--- src/logic/aud_dsp_params.svh ---
`ifndef AUD_DSP_PARAMS_SVH
`define AUD_DSP_PARAMS_SVH

// default SRAM depth is 2^20 words
`define AUD_ADDR_W 20

// signed PCM sample width
`define AUD_SAMPLE_W 16

// speed code layout
// fast rates sit in the upper bits (code = step * 8)
// slow rates sit in the lower three bits (code = divisor - 1)
`define AUD_SPEED_W 8

// phase counter, enough for the divide by 8
`define AUD_PHASE_W 3

`endif

--- src/logic/aud_dsp_pkg.sv ---
package aud_dsp_pkg;

`include "aud_dsp_params.svh"

    typedef logic signed [`AUD_SAMPLE_W-1:0] sample_t;

    // x1..x8 -> 8,16,..,64 ; x1/2 -> 1, x1/4 -> 3, x1/8 -> 7
    typedef logic [`AUD_SPEED_W-1:0] speed_code_t;

    typedef enum logic {
        INTERP_HOLD   = 1'b0, // sample and hold
        INTERP_LINEAR = 1'b1  // weighted average of prev and new
    } interp_mode_t;

    // playback settings from the top level
    typedef struct packed {
        speed_code_t  speed;
        interp_mode_t mode;
    } play_cfg_t;

    // per-tick info handed from the address generator to the interpolator
    typedef struct packed {
        logic                     tick;     // supported-rate sample tick
        logic                     slow;     // slow rate active
        logic [`AUD_PHASE_W-1:0]  phase;    // phase before update
        logic [1:0]               div_log2; // log2 of slow divisor
    } step_info_t;

    typedef enum logic [1:0] {
        IDLE  = 2'd0,
        PLAY  = 2'd1,
        PAUSE = 2'd2,
        STOP  = 2'd3
    } play_state_t;

endpackage

--- src/logic/aud_dsp_top.sv ---
`timescale 1ns/10ps
`include "aud_dsp_params.svh"

module aud_dsp_top import aud_dsp_pkg::*; #(
    parameter int ADDR_W = `AUD_ADDR_W
) (
    input  logic              i_clk,
    input  logic              i_rst_n,
    input  logic              i_start,
    input  logic              i_pause,
    input  logic              i_stop,
    input  speed_code_t       i_speed,
    input  interp_mode_t      i_interp,
    input  logic              i_daclrck,
    input  logic              i_player_ack,
    input  sample_t           i_sram_data,
    output sample_t           o_dac_data,
    output logic [ADDR_W-1:0] o_sram_addr,
    output logic              o_player_en
);

    play_cfg_t  cfg;
    step_info_t step;
    logic       tick;
    logic       clear;
    logic       mem_end;

    assign cfg.speed = i_speed;
    assign cfg.mode  = i_interp;

    play_ctrl u_play_ctrl (
        .i_clk        (i_clk),
        .i_rst_n      (i_rst_n),
        .i_start      (i_start),
        .i_pause      (i_pause),
        .i_stop       (i_stop),
        .i_daclrck    (i_daclrck),
        .i_player_ack (i_player_ack),
        .i_end        (mem_end),
        .o_tick       (tick),
        .o_clear      (clear),
        .o_player_en  (o_player_en)
    );

    sample_addr_gen #(.ADDR_W(ADDR_W)) u_addr_gen (
        .i_clk       (i_clk),
        .i_rst_n     (i_rst_n),
        .i_tick      (tick),
        .i_clear     (clear),
        .i_cfg       (cfg),
        .o_sram_addr (o_sram_addr),
        .o_step      (step),
        .o_end       (mem_end)
    );

    sample_interp u_interp (
        .i_clk       (i_clk),
        .i_rst_n     (i_rst_n),
        .i_step      (step),
        .i_cfg       (cfg),
        .i_sram_data (i_sram_data),
        .o_dac_data  (o_dac_data)
    );

endmodule

--- src/logic/play_ctrl.sv ---
`timescale 1ns/10ps

module play_ctrl import aud_dsp_pkg::*; (
    input  logic i_clk,
    input  logic i_rst_n,
    input  logic i_start,
    input  logic i_pause,
    input  logic i_stop,
    input  logic i_daclrck,
    input  logic i_player_ack,
    input  logic i_end,
    output logic o_tick,
    output logic o_clear,
    output logic o_player_en
);

    play_state_t state_r;
    play_state_t state_nxt;

    logic lrck_s1;
    logic lrck_s2;
    logic lrck_s3; // delayed copy of s2 for edge detect
    logic fall_r;
    logic player_en_r;

    // LRCK crosses in from the player clock domain
    always_ff @(posedge i_clk or negedge i_rst_n) begin
        if (!i_rst_n) begin
            lrck_s1 <= 1'b0;
            lrck_s2 <= 1'b0;
            lrck_s3 <= 1'b0;
            fall_r  <= 1'b0;
        end else begin
            lrck_s1 <= i_daclrck;
            lrck_s2 <= lrck_s1;
            lrck_s3 <= lrck_s2;
            fall_r  <= lrck_s3 & ~lrck_s2; // high to low seen on s2
        end
    end

    always_comb begin
        state_nxt = state_r;
        case (state_r)
            IDLE: begin
                if (i_start) begin
                    state_nxt = PLAY;
                end
            end
            PLAY: begin
                if (i_stop) begin
                    state_nxt = STOP; // stop wins over pause
                end else if (i_end) begin
                    state_nxt = IDLE;
                end else if (i_pause) begin
                    state_nxt = PAUSE;
                end
            end
            PAUSE: begin
                if (i_start) begin
                    state_nxt = PLAY;
                end else if (i_stop) begin
                    state_nxt = STOP;
                end
            end
            default: begin
                state_nxt = IDLE; // STOP lasts a single cycle
            end
        endcase
    end

    always_ff @(posedge i_clk or negedge i_rst_n) begin
        if (!i_rst_n) begin
            state_r     <= IDLE;
            player_en_r <= 1'b0;
        end else begin
            state_r <= state_nxt;
            if (state_r != PLAY) begin
                player_en_r <= 1'b0;
            end else if (o_tick) begin
                player_en_r <= 1'b1; // new sample ready next cycle
            end else if (i_player_ack) begin
                player_en_r <= 1'b0;
            end
        end
    end

    assign o_tick      = fall_r & (state_r == PLAY);
    assign o_clear     = (state_r == IDLE) || (state_r == STOP);
    assign o_player_en = player_en_r;

endmodule

--- src/logic/sample_addr_gen.sv ---
`timescale 1ns/10ps
`include "aud_dsp_params.svh"

module sample_addr_gen import aud_dsp_pkg::*; #(
    parameter int ADDR_W = `AUD_ADDR_W
) (
    input  logic              i_clk,
    input  logic              i_rst_n,
    input  logic              i_tick,
    input  logic              i_clear,
    input  play_cfg_t         i_cfg,
    output logic [ADDR_W-1:0] o_sram_addr,
    output step_info_t        o_step,
    output logic              o_end
);

    localparam int PH_W = `AUD_PHASE_W;

    logic [ADDR_W-1:0] addr_r;
    logic [PH_W-1:0]   phase_r;
    logic              is_fast;
    logic              is_slow;
    logic [3:0]        fast_step;
    logic [1:0]        div_log2;
    logic [PH_W-1:0]   last_phase;
    logic [3:0]        adv;
    logic [ADDR_W:0]   addr_sum;
    logic              overflow;

    // speed code decode
    always_comb begin
        is_fast   = 1'b0;
        is_slow   = 1'b0;
        fast_step = i_cfg.speed[6:3];
        div_log2  = 2'd0;
        case (i_cfg.speed)
            8'd1: begin
                is_slow  = 1'b1;
                div_log2 = 2'd1;
            end
            8'd3: begin
                is_slow  = 1'b1;
                div_log2 = 2'd2;
            end
            8'd7: begin
                is_slow  = 1'b1;
                div_log2 = 2'd3;
            end
            default: begin
                // step * 8, step 1..8
                is_fast = (i_cfg.speed[2:0] == 3'd0) && (i_cfg.speed[7:3] != 5'd0)
                          && (i_cfg.speed[7:3] <= 5'd8);
            end
        endcase
    end

    assign last_phase = i_cfg.speed[PH_W-1:0]; // divisor - 1 for slow codes

    always_comb begin
        adv = 4'd0;
        if (is_fast) begin
            adv = fast_step;
        end else if (is_slow) begin
            if (i_cfg.mode == INTERP_LINEAR) begin
                adv = (phase_r == '0) ? 4'd1 : 4'd0; // fetch the next word early
            end else begin
                adv = (phase_r == last_phase) ? 4'd1 : 4'd0;
            end
        end
    end

    assign addr_sum = (ADDR_W+1)'(addr_r) + (ADDR_W+1)'(adv);
    assign overflow = addr_sum[ADDR_W]; // step passes the last word

    always_ff @(posedge i_clk or negedge i_rst_n) begin
        if (!i_rst_n) begin
            addr_r  <= '0;
            phase_r <= '0;
        end else if (i_clear) begin
            addr_r  <= '0;
            phase_r <= '0;
        end else if (i_tick) begin
            if (!overflow) begin
                addr_r <= addr_sum[ADDR_W-1:0];
            end
            if (is_slow) begin
                phase_r <= (phase_r == last_phase) ? '0 : phase_r + PH_W'(1);
            end
        end
    end

    assign o_sram_addr     = addr_r;
    assign o_end           = i_tick & overflow;
    assign o_step.tick     = i_tick & (is_fast | is_slow); // unsupported codes hold
    assign o_step.slow     = is_slow;
    assign o_step.phase    = phase_r;
    assign o_step.div_log2 = div_log2;

endmodule

--- src/logic/sample_interp.sv ---
`timescale 1ns/10ps
`include "aud_dsp_params.svh"

module sample_interp import aud_dsp_pkg::*; (
    input  logic       i_clk,
    input  logic       i_rst_n,
    input  step_info_t i_step,
    input  play_cfg_t  i_cfg,
    input  sample_t    i_sram_data,
    output sample_t    o_dac_data
);

    localparam int PH_W  = `AUD_PHASE_W;
    localparam int ACC_W = `AUD_SAMPLE_W + PH_W + 3; // room for both products and the sum

    sample_t                  prev_r;
    sample_t                  dac_r;
    logic                     linear;
    logic [PH_W:0]            n_val;
    logic signed [PH_W+1:0]   wt_new;
    logic signed [PH_W+1:0]   wt_old;
    logic signed [ACC_W-1:0]  acc;
    logic signed [ACC_W-1:0]  acc_sh;

    assign linear = i_step.slow && (i_cfg.mode == INTERP_LINEAR);

    // weights k and N-k
    assign n_val  = (PH_W+1)'(1) << i_step.div_log2;
    assign wt_new = $signed({2'b00, i_step.phase});
    assign wt_old = $signed({1'b0, n_val}) - wt_new;

    always_comb begin
        acc    = ACC_W'(i_sram_data) * ACC_W'(wt_new) + ACC_W'(prev_r) * ACC_W'(wt_old);
        acc_sh = acc >>> i_step.div_log2; // floor toward -inf
    end

    always_ff @(posedge i_clk or negedge i_rst_n) begin
        if (!i_rst_n) begin
            dac_r <= '0;
        end else if (i_step.tick) begin
            if (linear && (i_step.phase != '0)) begin
                dac_r <= acc_sh[`AUD_SAMPLE_W-1:0];
            end else begin
                dac_r <= i_sram_data; // fast, hold, or linear phase 0
            end
        end
    end

    // anchor for the next interpolation run
    always_ff @(posedge i_clk or negedge i_rst_n) begin
        if (!i_rst_n) begin
            prev_r <= '0;
        end else if (i_step.tick && linear && (i_step.phase == '0)) begin
            prev_r <= i_sram_data;
        end
    end

    assign o_dac_data = dac_r;

endmodule

--- config.mk ---
export PLATFORM = sky130hd
export DESIGN_NAME = aud_dsp_top
export DESIGN_NICKNAME = d
export VERILOG_FILES = /design/src/logic/aud_dsp_pkg.sv /design/src/logic/aud_dsp_top.sv /design/src/logic/play_ctrl.sv /design/src/logic/sample_addr_gen.sv /design/src/logic/sample_interp.sv
export VERILOG_INCLUDE_DIRS = /design/src /design/src/logic
export SDC_FILE = /design/constraint.sdc
export NUM_CORES = 1
export LEC_CHECK = 0
export ABC_AREA = 1
export BUFFER_PORTS_ARGS = -buffer_cell sky130_fd_sc_hd__clkbuf_2
export CAP_MARGIN = 30
export CORE_MARGIN = 2
export CORE_UTILIZATION = 35
export DETAILED_ROUTE_END_ITERATION = 6
export MAX_ROUTING_LAYER = met4
export PLACE_DENSITY_LB_ADDON = 0.1
export SKIP_CTS_REPAIR_TIMING = 1
export SYNTH_ARGS = -nofsm -noshare
export SYNTH_HDL_FRONTEND = slang
export SYNTH_HIERARCHICAL = 1
export SYNTH_SLANG_ARGS = --single-unit
--- constraint.sdc ---
create_clock -name i_clk -period 16.3 [get_ports i_clk]
set_clock_uncertainty 0.1 [all_clocks]
set_input_delay 2.445 -clock i_clk [delete_from_list [all_inputs] [get_ports i_clk]]
set_output_delay 2.445 -clock i_clk [all_outputs]
set_load 0.1 [all_outputs]
Word-level counts from Yosys, hierarchy flattened
Cells that the tools add are included.
Operators by class
  multiply operators: 2
  magnitude comparators: 1
  reductions and logical operators: 19
  shift-type cells: 2
  bitwise operators: 6
  eq/ne operators: 12
  multiplexer cells: 26
  div/mod/pow operators: 0
  add/sub/neg operators: 4
Operators by type and width (count)
  20-bit 2-to-1 mux: 3
  22-bit adder: 1
  22-bit by 2-bit >>> shifter with 16-bit output: 1
  20-bit by 4-bit adder with 21-bit output: 1
  16-bit by 5-bit multiplier with 21-bit output: 1
  16-bit by 4-bit multiplier with 20-bit output: 1
  16-bit 2-to-1 mux: 1
  2-bit 2-to-1 mux: 6
  3-bit 2-to-1 mux: 4
  4-bit 2-to-1 mux: 3
  2-bit case mux with 3 select lines: 2
  8-bit by 1-bit equality test with 1-bit output, second input constant: 1
  8-bit by 2-bit equality test with 1-bit output, second input constant: 1
  8-bit by 3-bit equality test with 1-bit output, second input constant: 1
  1-bit 2-to-1 mux: 7
  1-bit logical AND: 6
  3-bit zero test: 2
  3-bit nonzero test: 2
  5-bit by 4-bit less-or-equal comparator with 1-bit output, second input constant: 1
  5-bit nonzero test: 1
  4-bit by 3-bit subtractor with 5-bit output: 1
  1-bit bitwise AND: 4
  2-bit equality test, second input constant: 2
  2-bit != test, second input constant: 2
  other kinds (15): 17
Storage, ports and cells
  bits in writable memories: 0
  input port bits: 32
  register bits after elaboration: 62
  logic and storage cells: 82
  bits in latches: 0
  memory bits (read-only): 0
  memories kept: 0
  output and inout port bits: 37

Depth between registers and ports, before layout
  word-level depth: 10
  mapped depth: 40
  depth with buffers taken out: 38

By module
The synthesis kept the hierarchy.
By module, submodules not included
  sample_interp: area an instance 6291.0 um2, cells an instance 854, seq. area each 800.8 um2, instances 1
  sample_addr_gen: area an instance 1905.6 um2, cells an instance 294, seq. area each 575.6 um2, instances 1
  play_ctrl: area an instance 371.6 um2, cells an instance 46, seq. area each 175.2 um2, instances 1

Worst setup path after synthesis
No wires, ideal clock.
  path kind: input to register
  start: input port i_speed[6]
  end: register u_interp.dac_r[6] (netlist: u_interp/o_dac_data[6])
  setup time: 125 ps
  cell stages on the path: 35
  slack: 7465 ps
  path buffers: 1
  data required time: 16075 ps
  arrival: 8610 ps
  path through: nor2_1 -> nand3_1 -> a211oi_1 -> inv_1 -> nor2_1 -> buf_2 -> nor2_1 -> inv_1 -> ha_1 -> inv_1 -> fa_1 -> nand2_1 -> nand3_1 -> inv_2 -> nand2_1 -> fa_1 -> fa_1 -> fa_1 -> inv_1 -> fa_1 -> inv_1 -> fa_1 -> inv_1 -> fa_1 -> nand3_1 -> nand2_1 -> nand2_2 -> nand2_1 -> nand2_1 -> nand2_2 -> or2_4 -> nand3_2 -> nand3_1 -> o211ai_2 -> a21oi_1
On the way
  elaborated cells on any way between the ends: 21
  classes of those cells: add/sub: 2; mul: 1; order compare: 1; eq/ne: 3; shift: 2; mux: 4; bitwise: 2; reduce/logical: 6
RTL lines
  start, declared: line aud_dsp_top.sv:12  | input speed_code_t i_speed,
  8-bit by 1-bit equality test with 1-bit output (tied with other cells): line sample_addr_gen.sv:36  | case (i_cfg.speed)
  3-bit OR reduction (no source line) *
  1-bit 2-to-1 mux *: line sample_addr_gen.sv:36
  named net u_addr_gen.is_slow: line sample_addr_gen.sv:22  | logic is_slow;
  1-bit logical AND: line sample_interp.sv:25  | assign linear = i_step.slow && (i_cfg.mode == INTERP_LINEAR);
  1-bit logical AND: line sample_interp.sv:41  | if (linear && (i_step.phase != '0)) begin
  16-bit 2-to-1 mux: line sample_interp.sv:41
  end signal, assigned: line sample_interp.sv:42  | dac_r <= acc_sh[`AUD_SAMPLE_W-1:0];
  end signal, assigned: line sample_interp.sv:44  | dac_r <= i_sram_data;
  end, declared: line sample_interp.sv:17  | sample_t dac_r;
Mark *: on every way through the listed nets, which the timed path passes. The rest lies on a longest branch.
A chain may end at the register's enable or synchronous reset.

==> metrics.cfg <==
[status]
status=finished, final reports clean

[floorplanning]
dieArea_mm2=0.0257
placementRows=57
core_mm2=0.0242
start_util_pct=35.4
die_y_um=160
die-width_um=160
ioPinCount=69

[pwr]
p_clk_share_pct=31.5
ir_drop_mv=0.0546
swShare_pct=48.3
leakage_nw=4.98
power_density_mw_per_mm2=75.0
p_int_mw=0.371
pwr-share-seq_pct=25.7
combPwrFrac_pct=42.8
power.switching_mw=0.347

[timing]
finalWorstSetupSlack_ns=6.29
finalCritPeriodShare_pct=61.4
setup_violations=0
finalHoldViolCount=0
fmax_ghz=0.0999
slew_violations=0
fin_setup_tns_ns=0
worst_hold_slack_ns=0.247
slew_headroom_pct=38.0
grt_setup_unrepaired=false
worst_pin_slew_ns=0.929
fin_crit_ns=10.01

[cells_and_area]
drive_gt1_share_pct=10.0
fillers=2623
utilization_pct=39.6
seqCellArea_mm2=0.00155
area_delta_synth_final_pct=11.6
multi_input_area_mm2=0.00599
final_net_count=1445
n_antenna_cell=0

[clock_network]
clk_path_buf_depth=2
cts_tree=done
cts-root-buf=clkbuf_16
cts_htree_levels=3
cts_sinks=62
cts.clk_slew.worst_paths_ns=0.06
insertion_delay_ns=0.35
cts_made_buffers=9

[detailed_routing]
viasPerCell=4.78
vias=7545
drc_errors=0
routed_wl_um=24300
initialDrtViolationCount=471
wl_per_cell_um=15.4
drtPass1Iterations=7
antenna_left=0

[hold_path]
min_path_cells=0
hold_class=register to register

[placement]
gp_congestion=0.884
place.port_buffers=68
preCtsSetupSlack_ns=5.96
dp.final_hpwl_um=19000

[synth]
synthTopCellsByArea=fa_1 (22%), dfrtp_1 (18%), nand2_1 (13%), inv_1 (10%), ha_1 (10%)
yosysWarnings=6
yosysUniqueCellTypes=48
synth_top_cell_by_area=fa_1
syn_nets=1389
netlist_area_mm2=0.00857
synth_seq_cells=62
async_flop_share_pct=100
yosysMostFrequentCell=nand2_1
synth-seq-area-share_pct=18.1
netlist_instances=1194
synth_commonest_cells=nand2_1 (299), inv_1 (232), nor2_1 (137), fa_1 (94), nand3_1 (81)
synth-edff-count=0
avgSynthCellArea_um2=7.18
synth_top_area_share_pct=22.0
synthFlopType=dfrtp_1

[setup_path]
worstPathArrival_ns=10.12
path_common_cell=fa_1
path_max_fanout=20
r2r_cells=28
cp.depth=36
crit_buf_inv=9
endpoint_kind=register
critical-path-top-delay-family=adder cells
slowest_delay_ns=0.61
critical_path_class=primary input to register
startpoint_type=primary input
cp.required_ns=16.41
cp_slowest_cell=nand3_1

[global_routing]
grt_pass1_wl_um=39600
grt_pass1_vias=7339
grt.total_usage_pct=20.1
antenna_found_initial=0
grt-ovfl-total=0
grt_start_max_net_pins=63

[run]
cap_violations=0

-- layout make-up --
cell class                      instances  area share [%]
Clock buffer                            9            2.35
Clock inverter                          7            1.07
Inverter                              238            9.34
Multi-Input combinational cell        863            62.6
Sequential cell                        62            16.2
Tap cell                              324            4.24
Timing Repair Buffer                   76            4.19
-- power by group through the flow --
stage	clock network, mW	registers [mW]	logic (mW)
CTS	0.235	0.184	0.310
finish	0.226	0.184	0.307
detailed placement	0	0.187	0.309
floorplan	0	0.282	0.140
global route	0.238	0.186	0.335
global placement	0	0.187	0.308
-- stage by stage --
step | total power [mW] | area [um^2] | cells
CTS | 0.729 | 9570 | 1579
detailed placement | 0.496 | 9240 | 1563
global route | 0.759 | 9570 | 1579
finish | 0.717 | 9570 | 1579
floorplan | 0.422 | 8570 | 1194
global placement | 0.495 | 9240 | 1563
-- final timing paths --
kind                                             from                         to  slack (ns)
worst max-delay path                       i_speed[6]     u_interp/o_dac_data[8]        6.29
worst min-delay path              u_play_ctrl/lrck_s1        u_play_ctrl/lrck_s2        0.25
worst max register to register  u_addr_gen/phase_r[0]     u_interp/o_dac_data[8]        9.27
worst min register to register    u_play_ctrl/lrck_s1        u_play_ctrl/lrck_s2        0.25
max in group asynchronous                     i_rst_n        u_interp/prev_r[12]       13.30
min in group asynchronous                     i_rst_n  u_addr_gen/o_sram_addr[5]        2.18
-- layer usage --
layer / up-vias / track usage, % / share of wire, %
met5: - / - / 0
met4: 0 / 4.46 / 1.1
met3: 13 / 1.78 / 3.2
met2: 145 / 30.9 / 45
met1: 3602 / 28.8 / 51
li1: 3785 / - / -
-- worst register-to-register path, delay by kind of cell, from the launching register on --
family,cells,cell delay [ns]
AO/OA/AOI/OAI,1,0.08
adder cells (fa/ha/maj),8,3.68
buffers and inverters,6,0.90
flip-flops,1,0.32
AND/OR/NAND/NOR,13,1.81
-- cell families after synthesis --
logic type / synth area share, %
flops: 18.1
xor+xnor: 1.43
mux: 0.234
simple gates: 29.0
compound gates: 7.13
fa+ha+maj: 32.0
buf+inv: 12.1
-- flip-flops by register name, indices dropped and copies added, names as in the netlist --
register / cells
u_play_ctrl/fall_r: 1
u_play_ctrl/state_r: 2
u_play_ctrl/lrck_s2: 1
u_play_ctrl/o_player_en: 1
u_play_ctrl/lrck_s3: 1
u_play_ctrl/lrck_s1: 1
u_addr_gen/o_sram_addr: 20
u_addr_gen/phase_r: 3
u_interp/o_dac_data: 16
u_interp/prev_r: 16
-- layout by cell type (no fill, tap or decap), types with 4 or more instances in the layout --
| master | instances |
|---|---|
| a21oi_1 | 40 |
| buf_4 | 8 |
| clkbuf_16 | 9 |
| clkbuf_2 | 67 |
| dfrtp_1 | 62 |
| fa_1 | 94 |
| ha_1 | 69 |
| inv_1 | 232 |
| inv_6 | 4 |
| nand2_1 | 299 |
| nand2_2 | 8 |
| nand3_1 | 81 |
| nand3_2 | 4 |
| nand3b_1 | 10 |
| nand4_1 | 16 |
| nor2_1 | 136 |
| nor2_2 | 4 |
| nor3_1 | 5 |
| o211ai_1 | 6 |
| o21ai_0 | 39 |
| xnor2_1 | 7 |
| xor2_1 | 7 |
Note: power is estimated with default switching activity, not from simulation.
